<file path="config.mk">
export PLATFORM = sky130hd
export DESIGN_NAME = ctrl_mon_top
export DESIGN_NICKNAME = d
export VERILOG_FILES = /design/src/ctrl_mon_pkg.sv /design/src/ctrl_mon_top.sv /design/src/violation_log.sv /design/src/obi_err_tracker.sv /design/src/fencei_hs_checker.sv /design/src/pc_set_checker.sv
export VERILOG_INCLUDE_DIRS = /design/src
export SDC_FILE = /design/constraint.sdc
export NUM_CORES = 1
export LEC_CHECK = 0
export BUFFER_PORTS_ARGS = -buffer_cell sky130_fd_sc_hd__clkbuf_2
export CORE_UTILIZATION = 50
export DETAILED_ROUTE_END_ITERATION = 8
export PLACE_DENSITY_LB_ADDON = 0.25
export SYNTH_ARGS = -nofsm -noshare
export SYNTH_HDL_FRONTEND = slang
export SYNTH_SLANG_ARGS = --single-unit
</file>
<file path="constraint.sdc">
create_clock -name clk -period 4 [get_ports clk]
set_clock_uncertainty 0.05 [all_clocks]
set_input_delay 0.8 -clock clk [delete_from_list [all_inputs] [get_ports clk]]
set_output_delay 0.8 -clock clk [all_outputs]
set_load 0.03 [all_outputs]
</file>
<file path="src/ctrl_mon_defines.svh">
// Widths and offsets are fixed for a 4-bit byte-addressed Wishbone port; the tracker follows two transactions
`ifndef CTRL_MON_DEFINES_SVH
`define CTRL_MON_DEFINES_SVH

//////////////////////////////////////////////////
// Wishbone slave port
//////////////////////////////////////////////////

// Address and data widths of the register port
`define CTRL_MON_WB_AW 4
`define CTRL_MON_WB_DW 32

// Sticky flags, read to see them and write ones to clear them
`define CTRL_MON_REG_STATUS 4'h0
// Code of the first violation since the flags were last all clear
`define CTRL_MON_REG_FIRST 4'h4
// Saturating violation count, any write clears it
`define CTRL_MON_REG_COUNT 4'h8

//////////////////////////////////////////////////
// Data bus error tracker limits
//////////////////////////////////////////////////

// Most data transactions the core keeps in flight
`define CTRL_MON_MAX_OUTSTANDING 2
// Retirements allowed between the bus error and the NMI trap
`define CTRL_MON_MAX_RETIRE 2

`endif
</file>
<file path="src/ctrl_mon_pkg.sv">
// Violation code n always maps to status bit n-1, so new codes must be appended at the end
package ctrl_mon_pkg;

  // Program counter redirect kinds as the controller encodes them
  typedef enum logic [2:0] {
    PC_BOOT     = 3'd0,
    PC_JUMP     = 3'd1,
    PC_BRANCH   = 3'd2,
    PC_MRET     = 3'd3,
    PC_DRET     = 3'd4,
    PC_TRAP_EXC = 3'd5,
    PC_TRAP_IRQ = 3'd6,
    PC_TRAP_NMI = 3'd7
  } pc_mux_e;

  // Violation codes reported through the FIRST register
  // Code 0 means that nothing has been seen yet
  typedef enum logic [3:0] {
    V_NONE               = 4'd0,
    V_B2B_BRANCH         = 4'd1,
    V_B2B_JUMP           = 4'd2,
    V_XRET_CSR           = 4'd3,
    V_FENCEI_NO_INSN     = 4'd4,
    V_FENCEI_EARLY_CLEAR = 4'd5,
    V_FENCEI_STUCK       = 4'd6,
    V_FENCEI_NOT_READY   = 4'd7,
    V_NMI_TYPE           = 4'd8,
    V_NMI_LATE           = 4'd9
  } viol_e;

  // One bit per nonzero code
  typedef logic [8:0] viol_vec_t;

endpackage

</file>
<file path="src/ctrl_mon_top.sv">
// Passive monitor with no path back into the core; the bus master must drop stb after ack
`include "ctrl_mon_defines.svh"

module ctrl_mon_top (
  input  logic                       clk,
  input  logic                       rst_n,
  // Controller redirect
  input  logic                       pc_set_i,
  input  ctrl_mon_pkg::pc_mux_e      pc_mux_i,
  input  logic                       csr_wr_in_wb_i,
  // Fence.i handshake
  input  logic                       fencei_in_wb_i,
  input  logic                       fencei_ready_i,
  input  logic                       fencei_flush_req_i,
  input  logic                       fencei_flush_ack_i,
  // OBI data bus
  input  logic                       obi_req_i,
  input  logic                       obi_gnt_i,
  input  logic                       obi_we_i,
  input  logic                       obi_rvalid_i,
  input  logic                       obi_err_i,
  // Retirement and NMI state
  input  logic                       wb_valid_i,
  input  logic                       debug_mode_i,
  input  logic                       step_noirq_i,
  input  logic                       nmi_is_store_i,
  input  logic                       nmi_pending_i,
  // Register port
  input  logic                       wb_cyc_i,
  input  logic                       wb_stb_i,
  input  logic                       wb_we_i,
  input  logic [`CTRL_MON_WB_AW-1:0] wb_adr_i,
  input  logic [`CTRL_MON_WB_DW-1:0] wb_dat_i,
  output logic [`CTRL_MON_WB_DW-1:0] wb_dat_o,
  output logic                       wb_ack_o,
  output logic                       irq_o
);

  ctrl_mon_pkg::viol_vec_t pc_viol;
  ctrl_mon_pkg::viol_vec_t fencei_viol;
  ctrl_mon_pkg::viol_vec_t obi_viol;
  ctrl_mon_pkg::viol_vec_t all_viol;

  // Checkers own disjoint bits, so an OR merges them without loss
  assign all_viol = pc_viol | fencei_viol | obi_viol;

  pc_set_checker u_pc_set (
    .clk            (clk),
    .rst_n          (rst_n),
    .pc_set_i       (pc_set_i),
    .pc_mux_i       (pc_mux_i),
    .csr_wr_in_wb_i (csr_wr_in_wb_i),
    .viol_o         (pc_viol)
  );

  fencei_hs_checker u_fencei (
    .clk                (clk),
    .rst_n              (rst_n),
    .fencei_in_wb_i     (fencei_in_wb_i),
    .fencei_ready_i     (fencei_ready_i),
    .fencei_flush_req_i (fencei_flush_req_i),
    .fencei_flush_ack_i (fencei_flush_ack_i),
    .viol_o             (fencei_viol)
  );

  obi_err_tracker u_obi_err (
    .clk            (clk),
    .rst_n          (rst_n),
    .obi_req_i      (obi_req_i),
    .obi_gnt_i      (obi_gnt_i),
    .obi_we_i       (obi_we_i),
    .obi_rvalid_i   (obi_rvalid_i),
    .obi_err_i      (obi_err_i),
    .pc_set_i       (pc_set_i),
    .pc_mux_i       (pc_mux_i),
    .wb_valid_i     (wb_valid_i),
    .debug_mode_i   (debug_mode_i),
    .step_noirq_i   (step_noirq_i),
    .nmi_is_store_i (nmi_is_store_i),
    .nmi_pending_i  (nmi_pending_i),
    .viol_o         (obi_viol)
  );

  violation_log u_log (
    .clk      (clk),
    .rst_n    (rst_n),
    .viol_i   (all_viol),
    .wb_cyc_i (wb_cyc_i),
    .wb_stb_i (wb_stb_i),
    .wb_we_i  (wb_we_i),
    .wb_adr_i (wb_adr_i),
    .wb_dat_i (wb_dat_i),
    .wb_dat_o (wb_dat_o),
    .wb_ack_o (wb_ack_o),
    .irq_o    (irq_o)
  );

endmodule

</file>
<file path="src/violation_log.sv">
// Single-cycle Wishbone classic slave with no wait states; unmapped offsets read 0 and ignore writes
`include "ctrl_mon_defines.svh"

module violation_log (
  input  logic                         clk,
  input  logic                         rst_n,
  input  ctrl_mon_pkg::viol_vec_t      viol_i,
  input  logic                         wb_cyc_i,
  input  logic                         wb_stb_i,
  input  logic                         wb_we_i,
  input  logic [`CTRL_MON_WB_AW-1:0]   wb_adr_i,
  input  logic [`CTRL_MON_WB_DW-1:0]   wb_dat_i,
  output logic [`CTRL_MON_WB_DW-1:0]   wb_dat_o,
  output logic                         wb_ack_o,
  output logic                         irq_o
);

  logic                    req;
  logic                    wr_status;
  logic                    wr_count;
  ctrl_mon_pkg::viol_vec_t clr_mask;
  ctrl_mon_pkg::viol_vec_t kept;
  ctrl_mon_pkg::viol_vec_t flags_d;
  ctrl_mon_pkg::viol_vec_t flags_q;
  ctrl_mon_pkg::viol_e     first_q;
  logic [7:0]              count_q;
  logic [8:0]              count_sum;

  // Lowest code wins when several violations arrive together
  function automatic ctrl_mon_pkg::viol_e lowest_code(input ctrl_mon_pkg::viol_vec_t vec);
    ctrl_mon_pkg::viol_e code;
    code = ctrl_mon_pkg::V_NONE;
    for (int i = $bits(vec) - 1; i >= 0; i--) begin
      if (vec[i]) begin
        code = ctrl_mon_pkg::viol_e'(4'(i + 1));
      end
    end
    return code;
  endfunction

  //////////////////////////////////////////////////
  // Bus decode
  //////////////////////////////////////////////////

  // A request is new only while no ack is out, so a held stb is served once
  assign req       = wb_cyc_i && wb_stb_i && !wb_ack_o;
  assign wr_status = req && wb_we_i && (wb_adr_i == `CTRL_MON_REG_STATUS);
  assign wr_count  = req && wb_we_i && (wb_adr_i == `CTRL_MON_REG_COUNT);

  always_ff @(posedge clk or negedge rst_n) begin
    if (!rst_n) begin
      wb_ack_o <= 1'b0;
    end else begin
      wb_ack_o <= req;
    end
  end

  // Address is held by the master until ack, so the mux needs no register
  always_comb begin
    wb_dat_o = '0;
    case (wb_adr_i)
      `CTRL_MON_REG_STATUS: wb_dat_o[$bits(flags_q)-1:0] = flags_q;
      `CTRL_MON_REG_FIRST:  wb_dat_o[$bits(first_q)-1:0] = first_q;
      `CTRL_MON_REG_COUNT:  wb_dat_o[$bits(count_q)-1:0] = count_q;
      default:              wb_dat_o = '0;
    endcase
  end

  //////////////////////////////////////////////////
  // Sticky flags, first code and count
  //////////////////////////////////////////////////

  // New pulses are ORed in after the clear so they are never lost
  assign clr_mask  = wr_status ? wb_dat_i[$bits(clr_mask)-1:0] : '0;
  assign kept      = flags_q & ~clr_mask;
  assign flags_d   = kept | viol_i;
  assign count_sum = (wr_count ? 9'd0 : {1'b0, count_q}) + 9'($countones(viol_i));

  always_ff @(posedge clk or negedge rst_n) begin
    if (!rst_n) begin
      flags_q <= '0;
      first_q <= ctrl_mon_pkg::V_NONE;
      count_q <= 8'd0;
    end else begin
      flags_q <= flags_d;
      // First code restarts only from an all-clear state
      if (flags_d == '0) begin
        first_q <= ctrl_mon_pkg::V_NONE;
      end else if (kept == '0) begin
        first_q <= lowest_code(viol_i);
      end
      count_q <= count_sum[8] ? 8'hff : count_sum[7:0];
    end
  end

  assign irq_o = |flags_q;

  // The master ends each access by dropping stb in the cycle after ack
  a_stb_drop_after_ack: assert property (@(posedge clk) disable iff (!rst_n)
    wb_ack_o |=> !wb_stb_i);

endmodule

</file>
<file path="src/obi_err_tracker.sv">
// Follows at most two outstanding OBI data transactions; only the first bus error until the NMI trap counts
`include "ctrl_mon_defines.svh"

module obi_err_tracker (
  input  logic                  clk,
  input  logic                  rst_n,
  input  logic                  obi_req_i,
  input  logic                  obi_gnt_i,
  input  logic                  obi_we_i,
  input  logic                  obi_rvalid_i,
  input  logic                  obi_err_i,
  input  logic                  pc_set_i,
  input  ctrl_mon_pkg::pc_mux_e pc_mux_i,
  input  logic                  wb_valid_i,
  input  logic                  debug_mode_i,
  input  logic                  step_noirq_i,
  input  logic                  nmi_is_store_i,
  input  logic                  nmi_pending_i,
  output ctrl_mon_pkg::viol_vec_t viol_o
);

  logic       granted;
  logic       err_first;
  logic       nmi_taken;
  logic       retire;
  logic [1:0] out_cnt_q;
  logic [1:0] out_we_q;
  logic       oldest_we;
  logic       err_is_write_q;
  logic       err_latched_q;
  logic       err_new_q;
  logic [1:0] retire_cnt_q;
  ctrl_mon_pkg::viol_vec_t viol_d;

  assign granted   = obi_req_i && obi_gnt_i;
  assign err_first = obi_rvalid_i && obi_err_i && !err_latched_q;
  assign nmi_taken = pc_set_i && (pc_mux_i == ctrl_mon_pkg::PC_TRAP_NMI);
  // Retirements in debug mode or in single step without interrupts
  // cannot be preempted by the NMI, so they are not counted
  assign retire    = wb_valid_i && !debug_mode_i && !step_noirq_i;

  // With two in flight the older one sits in the upper entry
  assign oldest_we = (out_cnt_q == 2'd2) ? out_we_q[1] : out_we_q[0];

  //////////////////////////////////////////////////
  // Outstanding transaction bookkeeping
  //////////////////////////////////////////////////

  always_ff @(posedge clk or negedge rst_n) begin
    if (!rst_n) begin
      out_cnt_q <= 2'd0;
    end else begin
      case ({granted, obi_rvalid_i})
        2'b10:   out_cnt_q <= out_cnt_q + 2'd1;
        2'b01:   out_cnt_q <= out_cnt_q - 2'd1;
        default: out_cnt_q <= out_cnt_q;
      endcase
    end
  end

  // Shifting on every grant is safe because the count picks the entry
  always_ff @(posedge clk) begin
    if (granted) begin
      out_we_q <= {out_we_q[0], obi_we_i};
    end
    if (err_first) begin
      err_is_write_q <= oldest_we;
    end
  end

  //////////////////////////////////////////////////
  // Error latch and retirement count
  //////////////////////////////////////////////////

  always_ff @(posedge clk or negedge rst_n) begin
    if (!rst_n) begin
      err_latched_q <= 1'b0;
      err_new_q     <= 1'b0;
      retire_cnt_q  <= 2'd0;
    end else begin
      err_new_q <= err_first;
      if (err_first) begin
        err_latched_q <= 1'b1;
      end else if (nmi_taken) begin
        err_latched_q <= 1'b0;
      end
      // Saturates at one past the allowed number of retirements
      if (!err_latched_q) begin
        retire_cnt_q <= 2'd0;
      end else if (retire && (retire_cnt_q <= 2'(`CTRL_MON_MAX_RETIRE))) begin
        retire_cnt_q <= retire_cnt_q + 2'd1;
      end
    end
  end

  always_comb begin
    viol_d = '0;
    // The controller must mirror the error direction one cycle later
    viol_d[ctrl_mon_pkg::V_NMI_TYPE - 1] =
      err_new_q && !(nmi_pending_i && (nmi_is_store_i == err_is_write_q));
    // Fires on the retirement that takes the count past the limit
    viol_d[ctrl_mon_pkg::V_NMI_LATE - 1] =
      err_latched_q && retire && (retire_cnt_q == 2'(`CTRL_MON_MAX_RETIRE));
  end

  always_ff @(posedge clk or negedge rst_n) begin
    if (!rst_n) begin
      viol_o <= '0;
    end else begin
      viol_o <= viol_d;
    end
  end

  // The core never has more transactions in flight than the history holds
  a_outstanding_limit: assert property (@(posedge clk) disable iff (!rst_n)
    out_cnt_q <= 2'(`CTRL_MON_MAX_OUTSTANDING));

endmodule

</file>
<file path="src/fencei_hs_checker.sv">
// Watches the fence.i flush handshake only; wb_valid after completion is not checked here
module fencei_hs_checker (
  input  logic clk,
  input  logic rst_n,
  input  logic fencei_in_wb_i,
  input  logic fencei_ready_i,
  input  logic fencei_flush_req_i,
  input  logic fencei_flush_ack_i,
  output ctrl_mon_pkg::viol_vec_t viol_o
);

  logic req_q;
  logic req_ack_q;
  ctrl_mon_pkg::viol_vec_t viol_d;

  //////////////////////////////////////////////////
  // Handshake rules
  //////////////////////////////////////////////////

  always_comb begin
    viol_d = '0;

    // The flush request belongs to a fence.i in writeback
    viol_d[ctrl_mon_pkg::V_FENCEI_NO_INSN - 1] =
      fencei_flush_req_i && !fencei_in_wb_i;

    // The write buffer must be empty for the whole handshake
    viol_d[ctrl_mon_pkg::V_FENCEI_NOT_READY - 1] =
      fencei_flush_req_i && !fencei_ready_i;

    // Request may only drop once the cache has acknowledged it
    // Since req_q was high, req_ack_q equals the previous acknowledge
    viol_d[ctrl_mon_pkg::V_FENCEI_EARLY_CLEAR - 1] =
      req_q && !fencei_flush_req_i && !req_ack_q;

    // After request and acknowledge the request must go low at once
    viol_d[ctrl_mon_pkg::V_FENCEI_STUCK - 1] =
      fencei_flush_req_i && req_ack_q;
  end

  always_ff @(posedge clk or negedge rst_n) begin
    if (!rst_n) begin
      req_q     <= 1'b0;
      req_ack_q <= 1'b0;
      viol_o    <= '0;
    end else begin
      req_q     <= fencei_flush_req_i;
      req_ack_q <= fencei_flush_req_i && fencei_flush_ack_i;
      viol_o    <= viol_d;
    end
  end

endmodule

</file>
<file path="src/pc_set_checker.sv">
// Jump class includes MRET but not DRET; checks assume pc_set_i is a one-cycle strobe per redirect
module pc_set_checker (
  input  logic                  clk,
  input  logic                  rst_n,
  input  logic                  pc_set_i,
  input  ctrl_mon_pkg::pc_mux_e pc_mux_i,
  input  logic                  csr_wr_in_wb_i,
  output ctrl_mon_pkg::viol_vec_t viol_o
);

  logic branch_set;
  logic jump_set;
  logic xret_set;
  logic branch_q;
  logic jump_q;
  ctrl_mon_pkg::viol_vec_t viol_d;

  // Classify the redirect in this cycle
  assign branch_set = pc_set_i && (pc_mux_i == ctrl_mon_pkg::PC_BRANCH);
  assign jump_set   = pc_set_i && ((pc_mux_i == ctrl_mon_pkg::PC_JUMP) ||
                                   (pc_mux_i == ctrl_mon_pkg::PC_MRET));
  assign xret_set   = pc_set_i && ((pc_mux_i == ctrl_mon_pkg::PC_MRET) ||
                                   (pc_mux_i == ctrl_mon_pkg::PC_DRET));

  // The core kills the fetch stages after a redirect, so the same class
  // of redirect can never follow in the very next cycle
  always_comb begin
    viol_d = '0;
    viol_d[ctrl_mon_pkg::V_B2B_BRANCH - 1] = branch_set && branch_q;
    viol_d[ctrl_mon_pkg::V_B2B_JUMP - 1]   = jump_set && jump_q;
    // A return must not race a CSR write that may change its target
    viol_d[ctrl_mon_pkg::V_XRET_CSR - 1]   = xret_set && csr_wr_in_wb_i;
  end

  always_ff @(posedge clk or negedge rst_n) begin
    if (!rst_n) begin
      branch_q <= 1'b0;
      jump_q   <= 1'b0;
      viol_o   <= '0;
    end else begin
      branch_q <= branch_set;
      jump_q   <= jump_set;
      viol_o   <= viol_d;
    end
  end

  // History registers start empty, so no stale redirect can fire a pulse
  a_quiet_after_reset: assert property (@(posedge clk) $rose(rst_n) |=> (viol_o == '0));

endmodule

</file>
==> results of run 1 <==
==> report_power, final <==
group | switching [W] | leakage [nW] | internal, W
logic | 0.000204 | 0.968 | 0.000176
registers | 0.0000672 | 0.522 | 0.000525
clock network | 0.000144 | 0.0455 | 0.000141
==> per-stage QoR <==
stage                     instances  instance area [sq um]
after global placement          373                   2850
final                           381                   2950
after global routing            381                   2950
after CTS                       381                   2940
after floorplan                 280                   2710
after detailed placement        373                   2850
==> cells in the final DEF (no fill, tap or decap), drive strengths merged, types with 7 or more instances in the layout <==
cell    synthesis  layout
and2           10      10
dfrtp          41      41
nand2          15      15
nor2           22      22
xnor2           7       7
mux2i          10      10
conb            1      23
ha             15      15
a31oi           8       8
inv            23      23
clkbuf          1      55
a21oi           8       8
==> sequential cells by signal (all words and copies together), names as in the netlist, 2 cells and up <==
signal and count:
u_fencei.viol_o 4, u_log.count_q 8, u_log.first_q 4, u_log.flags_q 9, u_obi_err.out_cnt_q 2, u_obi_err.out_we_q 2, u_obi_err.retire_cnt_q 2, u_obi_err.viol_o 2
u_pc_set.viol_o 3
==> metal layers <==
layer	part of all wire	global-route usage	wire, um	vias to the layer above
met5	0	0	0	-
met4	0.0046	0.0461	23	0
met3	0.051	0.0420	258	2
met2	0.47	0.326	2340	73
met1	0.48	0.257	2390	876
li1	-	-	-	921
==> cell type report <==
| cell class | instances | area (sq um) | area share |
|---|---|---|---|
| flip-flops and latches | 44 | 1120 | 0.379 |
| clock buffers | 8 | 90.1 | 0.0305 |
| repair buffers | 51 | 265 | 0.0899 |
| multi-input cells | 185 | 1300 | 0.442 |
| inverters | 23 | 86.3 | 0.0293 |
| well taps | 70 | 87.6 | 0.0297 |
==> worst max path at each step <==
stage,start,end,slack (ns),cells past startpoint
6_report,u_fencei.viol_o[6],u_log.count_q[7],0.20,13
5_1_grt,u_fencei.viol_o[6],u_log.count_q[7],0.05,13
4_1_cts,u_fencei.viol_o[6],u_log.count_q[7],0.1,13
3_5_place_dp,u_fencei.viol_o[6],u_log.count_q[7],0.1,13
3_3_place_gp,u_fencei.viol_o[6],u_log.count_q[7],0.23,13
2_1_floorplan,wb_adr_i[3],u_log.count_q[7],0.21,14
==> repair_timing <==
action                     4_1_cts  5_1_grt
setup endpoints to repair        0        1
gates resized for setup          0        3
buffers inserted                 0        0
==> cells by family (layout without fill, tap and decap cells) <==
family,count (synthesis),count (layout),synth area share
xor+xnor,8,8,0.0267
fa+ha+maj,21,21,0.117
compound gates,32,32,0.0791
other cells,1,23,0.00143
buf+inv,51,82,0.112
mux,13,13,0.0538
flops,44,44,0.425
simple gates,88,88,0.184
==> summary.md, run 1 <==
| Metric | Value |
|---|---|
| Status | `finished, final reports clean` |
| Fraction of registers with async set/reset | `0.932` |
| Hold Path End | `u_fencei.viol_o[4]` |
| Clock period minus final worst setup slack | `3.80 ns` |
| Min-delay worst type | `flop to flop` |
| Skew-Pair Late Insertion Delay | `0.29 ns` |
| Peak per-stage delay on the critical path | `0.54 ns` |
| CP max FO | `5` |
| Num rows | `26` |
| Slew Limit Fails | `0` |
| Hold Buf Count CTS | `0` |
| First-pass GRT wire length | `7940 um` |
| Die width | `74.5 um` |
| CTS root buffer | `clkbuf_8` |
| HPWL Detailed | `3810 um` |
| Crit. End Element | `flop` |
| DRT antenna net count | `0` |
| Clk buf depth | `2` |
| Starting Density | `0.518` |
| Vias in the first global route | `1760` |
| Clk slew on worst S/H paths | `0.08 ns` |
| Synth top area share | `0.391` |
| Hold path start | `u_fencei.req_ack_q` |
| Die Span Y | `74.5 um` |
| Slowest cell on the critical path | `fa_1` |
| Fin crit share | `0.950` |
| Drt via density | `4.91` |
| Port buffer count | `47` |
| 1st-iter DRT viols | `133` |
| Tot Pwr | `0.00126 W` |
| Ys Warns | `0` |
| Fmax achieved | `263 MHz` |
| Die area | `5550 sq um` |
| Syn avg cell area | `10.2 sq um` |
| Most used DFF post-synth | `dfrtp_1` |
| Vias post-DR | `1872` |
| Crit path launch type | `flop` |
| Area grow syn2layout | `12.3%` |
| Critical path class | `flop to flop` |
| Initial antenna violation count | `0` |
| Post-synth EDFFs | `3` |
| Reg2reg end | `u_log.count_q[7]` |
| Largest net degree at the start of global routing | `42` |
| Cells along the critical path | `ha_1 -> fa_1 -> inv_1 -> fa_1 -> inv_1 -> fa_1 -> ha_1 -> fa_2 -> a21o_1 -> a21oi_2 -> nor2_1 -> o21ai_0 -> a31oi_1` |
| Antenna cells | `0` |
| Post-route setup TNS | `0 ns` |
| PD cells | `426 nW/um^2` |
| Post-Syn Area | `2630 sq um` |
| CP Buf/Inv Count | `2` |
| Fillers | `480` |
| Pre-CTS setup slack | `0.0995 ns` |
| Max-Cap Viols | `0` |
| FF+latch count, synth | `44` |
| Number of clock sinks | `44` |
| Layout cells sized above 1 | `0.235` |
| Final WS setup | `0.198 ns` |
| # setup viols final | `0` |
| RR Startpoint | `u_fencei.viol_o[6]` |
| CTS Buf Count | `5` |
| I/O Pins | `94` |
| Post-synthesis cell type with the largest combined area | `dfrtp_1` |
| Leakage Power | `1.54 nW` |
| RSZ-0062 raised after global routing | `no` |
| Final Hold Slack | `0.379 ns` |
| Measured slew at the worst slew-check pin | `1.02 ns` |
| Arrival time at the worst endpoint | `3.93 ns` |
| Fin util | `0.581` |
| CTS tree | `yes` |
| Synth area leaders | `dfrtp_1 39%, ha_1 7.1%, buf_4 6.6%` |
| Most numerous cell in the Yosys netlist | `dfrtp_1` |
| H-tree levels | `2` |
| Grt ovf | `0` |
| Post-synth cell types | `46` |
| First-pass iteration count of the detailed router | `4` |
| Worst hold stages | `1` |
| Final WL | `5010 um` |
| Reg2reg path depth | `13` |
| Most frequent cells after synthesis | `41 x dfrtp_1, 23 x buf_4, 23 x inv_1` |
| Wire per inst | `13.2 um` |
| R2R setup slack | `0.20 ns` |
| Worst endpoint required time | `4.12 ns` |
| Core area | `5070 sq um` |
| Fin nets | `391` |
| Syn Inst Count | `258` |
| Rel. slew slack | `0.317` |
| Final Hold Viols | `0` |
| CP top delay family | `adder cells` |
| Maximum VDD drop | `0.231 mV` |
| Most frequent CP cell | `fa_1` |
| RD Place Congestion | `0.834` |
| Register area share after synthesis | `0.425` |
| Tot GR Track Use | `0.194` |
| DRC | `0` |
(Power assumes the default switching activity.)
==> run 2, diff against run 1 <==
Settings changed: PLACE_DENSITY from default to 0.79, PLACE_DENSITY_LB_ADDON 0.25 to default.
==> run 2 against run 1 <==
  * Clock power grew 24%
  * Routed wire length down 3.5%
  * Global-route usage fell by 0.47 points
  * Critical path depth unchanged
  * Worst setup slack better by 0.0027 ns
  * Non-clock buffer count stayed put
  * Clock-buffer cell count fell by 2
  * Final cell count is the same
  * Fmax hardly changed
  * Critical endpoint unchanged
==> summary.md, run 2 (synthesized netlist as in run 1, its figures left out) <==
| Metric | Value |
|---|---|
| Fin area | `2980 sq um` |
| H-tree levels | `2` |
| Clock period minus final worst setup slack | `3.80 ns` |
| PD cells | `441 nW/um^2` |
| Critical path class | `flop to flop` |
| Hold Path End | `u_fencei.viol_o[4]` |
| CP max FO | `5` |
| Final Hold Viols | `0` |
| Vias post-DR | `1893` |
| Num rows | `26` |
| CTS tree | `yes` |
| Fin util | `0.587` |
| Reg2reg path depth | `13` |
| Initial antenna violation count | `0` |
| Clk buf depth | `2` |
| Flop pwr share | `0.447` |
| Core area | `5070 sq um` |
| Port buffer count | `47` |
| Worst endpoint required time | `4.13 ns` |
| Tot GR Track Use | `0.189` |
| Placed instance area | `2850 sq um` |
| Reg with most FFs | `u_log.flags_q` |
| Slew Limit Fails | `0` |
| Max reg flops | `9` |
| Commonest non-fill, non-tap cell in the layout | `clkbuf_2` |
| Crit. End Element | `flop` |
| Layout cells sized above 1 | `0.235` |
| Clk slew on worst S/H paths | `0.09 ns` |
| Final WL | `4830 um` |
| Int Pwr | `0.000899 W` |
| Biggest regs | `u_log.flags_q: 9 flops, u_log.count_q: 8 flops` |
| Hold Buf Count CTS | `0` |
| Fin nets | `391` |
| 1st-iter DRT viols | `79` |
| DRT antenna net count | `0` |
| Post-CTS Setup Bufs | `0` |
| R2R setup slack | `0.20 ns` |
| Die area | `5550 sq um` |
| Largest net degree at the start of global routing | `42` |
| Worst hold stages | `1` |
| Maximum VDD drop | `0.244 mV` |
| Fin crit share | `0.950` |
| Max-Cap Viols | `0` |
| Post-route setup TNS | `0 ns` |
| Comb pwr share | `0.284` |
| Switching pwr | `0.000413 W` |
| Clock power frac | `0.269` |
| # setup viols final | `0` |
| Die width | `74.5 um` |
| RSZ-0062 raised after global routing | `no` |
| HPWL Detailed | `3810 um` |
| RR Startpoint | `u_fencei.viol_o[6]` |
| Final WS setup | `0.201 ns` |
| RD Place Congestion | `0.831` |
| Antenna cells | `0` |
| Drt via density | `4.97` |
| Rel. slew slack | `0.334` |
| Fmax achieved | `263 MHz` |
| Pre-CTS setup slack | `0.169 ns` |
| Status | `finished, final reports clean` |
| Leakage Power | `1.55 nW` |
| Tot Pwr | `0.00131 W` |
| Measured slew at the worst slew-check pin | `0.998 ns` |
| Most frequent cells in the layout | `47 x clkbuf_2, 41 x dfrtp_1, 23 x inv_1, 23 x conb_1, 22 x nor2_1` |
| Area grow syn2layout | `13.4%` |
| DRC | `0` |
| Hold path start | `u_fencei.req_ack_q` |
| Sw Ratio | `0.315` |
| Arrival time at the worst endpoint | `3.93 ns` |
| Starting Density | `0.518` |
| Skew-Pair Late Insertion Delay | `0.30 ns` |
| CTS root buffer | `clkbuf_8` |
| Number of clock sinks | `44` |
| Min-delay worst type | `flop to flop` |
| First-pass GRT wire length | `7690 um` |
| Die Span Y | `74.5 um` |
| Wire per inst | `12.7 um` |
| First-pass iteration count of the detailed router | `4` |
| Crit path launch type | `flop` |
| Grt ovf | `0` |
| I/O Pins | `94` |
| Vias in the first global route | `1729` |
| CTS Buf Count | `5` |
| Reg2reg end | `u_log.count_q[7]` |
## run 2: changes by cell type in the layout (fill, tap and decap cells not counted), sizes merged
cell	previous run	this run
bufinv	0	1
clkbuf	55	53
clkinv	0	1
## run 2: metal layers
layer | up-vias | share of wire | global-route usage
met1 | 895 | 0.46 | 0.248
met5 | - | 0 | 0
met4 | 0 | 0.023 | 0.0755
met3 | 9 | 0.044 | 0.0339
li1 | 923 | - | -
met2 | 66 | 0.47 | 0.313
## run 2: what timing repair did
action                                 CTS  global route
endpoints found under the hold margin    0             0
setup endpoints to repair                0             1
gates resized for setup                  0             1
## run 2: worst max-delay path by stage
stage                                  start                to  slack, ns
after global routing      u_fencei.viol_o[6]  u_log.count_q[7]       0.06
after global placement    u_fencei.viol_o[6]  u_log.count_q[7]       0.23
final                     u_fencei.viol_o[6]  u_log.count_q[7]       0.20
after detailed placement  u_fencei.viol_o[6]  u_log.count_q[7]       0.17
after floorplan                  wb_adr_i[3]  u_log.count_q[7]       0.21
after CTS                 u_fencei.viol_o[6]  u_log.count_q[7]       0.13
## run 2: final cells by class
type	instances	area [sq um]
sequential	44	1120
clock inverter	2	38.8
inverter	23	86.3
fill	450	2100
tap	70	87.6
clock buffer	6	82.6
timing repair buffer	51	265
multi-input combinational	185	1300
## run 2: per-stage QoR
| step | hold WS (ns) | std cells |
|---|---|---|
| global placement | 0.356 | 373 |
| global route | 0.411 | 381 |
| finish | 0.381 | 381 |
| CTS | 0.385 | 381 |
| floorplan | 0.349 | 280 |
| detailed placement | 0.381 | 373 |
## run 2: power by group through the flow
stage / combinational (W) / clock, W / sequential (W)
after floorplan: 0.000301 / 0 / 0.000575
after global placement: 0.000349 / 0 / 0.000590
after detailed placement: 0.000369 / 0 / 0.000593
after CTS: 0.000374 / 0.000361 / 0.000586
after global routing: 0.000427 / 0.000378 / 0.000596
final: 0.000373 / 0.000353 / 0.000586
## run 2: critical path: stages (launching register included)
cell and delay [ns]:
dfrtp_1 0.44, ha_1 0.35, fa_1 0.56, inv_1 0.06
fa_1 0.41, inv_1 0.08, fa_1 0.42, ha_1 0.24
fa_1 0.41, a21o_1 0.21, a21oi_2 0.18, nor2_1 0.07
o21ai_0 0.14, a31oi_1 0.05
==> run 3, diff against run 2 <==
Settings changed: CORE_UTILIZATION 50 to 55, PLACE_DENSITY 0.79 to 0.85, SYNTH_HIERARCHICAL from default to 1.
Clock period 4 ns to 4.7 ns, I/O delays scaled along.
==> run 3 against run 2 <==
  * Critical path depth grew 1
  * Worst hold slack gained 0.019 ns
  * Via count grew 5.8%
  * Worst setup slack lost 0.092 ns
  * Clock-buffer cell count is the same
  * Final cell count grew 6.0%
  * Routed wire length grew 7.7%
  * Flip-flop and latch count is the same
  * Area after synthesis grew 6.8%
  * First-iteration DRC count shrank 7.6%
  * Critical endpoint is now u_log/count_q[5]
  * Largest cell class unchanged
==> summary.md, run 3 <==
| Metric | Value |
|---|---|
| Status | `finished, final reports clean` |
| CP max FO | `6` |
| CTS root buffer | `clkbuf_8` |
| Initial antenna violation count | `0` |
| RD Place Congestion | `0.859` |
| Antenna cells | `0` |
| Post-Syn Area | `2810 sq um` |
| Fin util | `0.668` |
| Fin nets | `411` |
| # setup viols final | `0` |
| Post-synth EDFFs | `3` |
| Global Route met3 Usage | `0.0604` |
| Die Span Y | `73.4 um` |
| Peak per-stage delay on the critical path | `0.52 ns` |
| Met1 Usage GRT | `0.231` |
| Synth top area share | `0.366` |
| Commonest non-fill, non-tap cell in the layout | `clkbuf_2` |
| Num rows | `25` |
| Clk slew on worst S/H paths | `0.08 ns` |
| Grt ovf | `0` |
| M2 GR Usage | `0.350` |
| Die width | `73.4 um` |
| RSZ-0062 raised after global routing | `yes` |
| Fmax achieved | `218 MHz` |
| Vias post-DR | `2002` |
| Tot Pwr | `0.00138 W` |
| Drt via density | `4.96` |
| PD cells | `430 nW/um^2` |
| GR peak layer | `met2` |
| Core area | `4820 sq um` |
| Final Hold Viols | `0` |
| Reg with most FFs | `u_log/flags_q` |
| HPWL Detailed | `3770 um` |
| Final Hold Slack | `0.400 ns` |
| 1st-iter DRT viols | `73` |
| Die area | `5390 sq um` |
| Max-Cap Viols | `0` |
| Final WS setup | `0.109 ns` |
| Min-delay worst type | `flop to flop` |
| Most frequent cells in the layout | `47 x clkbuf_2, 41 x conb_1, 41 x dfrtp_1, 19 x nor2_1, 16 x inv_1` |
| Fraction of registers with async set/reset | `0.932` |
| Critical path class | `flop to flop` |
| Slowest cell on the critical path | `fa_1` |
| Syn Inst Count | `280` |
| Hold Buf Count CTS | `0` |
| First-pass GRT wire length | `8020 um` |
| Skew-Pair Late Insertion Delay | `0.29 ns` |
| Clock period minus final worst setup slack | `4.59 ns` |
| Layout cells sized above 1 | `0.282` |
| CTS tree | `yes` |
| H-tree levels | `2` |
| CP Buf/Inv Count | `2` |
| Most used DFF post-synth | `dfrtp_1` |
| Rel. slew slack | `0.330` |
| Area grow syn2layout | `14.7%` |
| R2R setup slack | `0.11 ns` |
| Post-synthesis cell type with the largest combined area | `dfrtp_1` |
| Post-synth cell types | `49` |
| Tot GR Track Use | `0.199` |
| CP top delay family | `adder cells` |
| Ys Warns | `6` |
| DRC | `0` |
| Synth area leaders | `dfrtp_1 37%, buf_4 11%, fa_1 4.3%` |
| Biggest regs | `u_log/flags_q: 9 flops, u_log/count_q: 8 flops` |
| Starting Density | `0.582` |
| Measured slew at the worst slew-check pin | `1.01 ns` |
| Most frequent cells after synthesis | `41 x buf_4, 41 x dfrtp_1, 19 x inv_1, 19 x nor2_1, 13 x nand2_1` |
| Port buffer count | `47` |
| Cells along the critical path | `or3_4 -> inv_2 -> fa_1 -> fa_1 -> fa_1 -> fa_2 -> fa_2 -> buf_4 -> fa_2 -> nor2b_4 -> o21ai_2 -> nand2b_1 -> nand4_1 -> o21ai_1` |
| Slew Limit Fails | `0` |
| Arrival time at the worst endpoint | `4.76 ns` |
| Worst endpoint required time | `4.87 ns` |
| Maximum VDD drop | `0.314 mV` |
| Number of clock sinks | `44` |
| I/O Pins | `94` |
| FF+latch count, synth | `44` |
| Max reg flops | `9` |
| First-pass iteration count of the detailed router | `5` |
| Crit path launch type | `flop` |
| Pre-CTS setup slack | `-0.0487 ns` |
| Largest net degree at the start of global routing | `42` |
| Post-route setup TNS | `0 ns` |
| Wire per inst | `12.9 um` |
| Syn avg cell area | `10.0 sq um` |
| Vias in the first global route | `1851` |
| Clk buf depth | `2` |
| Leakage Power | `1.58 nW` |
| Register area share after synthesis | `0.398` |
| Final WL | `5210 um` |
| Fin crit share | `0.977` |
| DRT antenna net count | `0` |
| Crit. End Element | `flop` |
| CTS Buf Count | `5` |
run 3: layer usage:
layer,up-vias,part of all wire
li1,966,-
met1,953,0.42
met2,71,0.52
met3,12,0.047
met4,0,0.018
met5,-,0
run 3: worst reg2reg max path, cell delays in order, from the launching register on:
cell      delay (ns)
dfrtp_1         0.36
or3_4           0.38
inv_2           0.08
fa_1            0.44
fa_1            0.51
fa_1            0.52
fa_2            0.43
fa_2            0.48
buf_4           0.15
fa_2            0.36
nor2b_4         0.13
o21ai_2         0.09
nand2b_1        0.10
nand4_1         0.27
o21ai_1         0.17
run 3: power by group:
group          internal [W]  switching [W]
clock network      0.000212       0.000126
registers          0.000448      0.0000587
logic              0.000256       0.000282
total              0.000916       0.000466
run 3: layout make-up:
cell class                 count  area [sq um]
multi-input combinational    210          1510
tap                           67          83.8
sequential                    44          1120
inverter                      19          73.8
fill                         393          1600
clock buffer                   6          72.6
clock inverter                 2          60.1
timing repair buffer          56           303
run 3: worst paths after layout:
path | startpoint | endpoint | cells past startpoint
min | u_log/wb_ack_o | u_log/wb_ack_o | 1
min reg2reg | u_log/wb_ack_o | u_log/wb_ack_o | 1
max reg2reg | u_pc_set/viol_o[1] | u_log/count_q[5] | 14
max in group asynchronous | rst_n | u_log/count_q[5] | 1
max | u_pc_set/viol_o[1] | u_log/count_q[5] | 14
min in group asynchronous | rst_n | u_log/flags_q[3] | 1
run 3: kinds of logic after synthesis:
logic type | after synthesis | synth area share
flip-flops | 44 | 0.398
multiplexers | 14 | 0.0522
AO/OA/AOI/OAI | 33 | 0.0736
AND/OR/NAND/NOR | 98 | 0.218
XOR/XNOR | 9 | 0.0281
buffers and inverters | 63 | 0.142
other | 4 | 0.00535
adder cells (fa/ha/maj) | 15 | 0.0830
run 3: per-stage QoR:
step                      std cells  cell area [sq um]
after floorplan                 317               2940
after CTS                       398               3100
after global placement          390               2960
final                           404               3220
after detailed placement        390               2960
after global routing            404               3220
run 3: timing repair:
action,4_1_cts,5_1_grt
pin swaps,0,15
cloned,0,0
gates resized for setup,4,22
endpoints found under the setup margin,2,8
buffers inserted,0,6
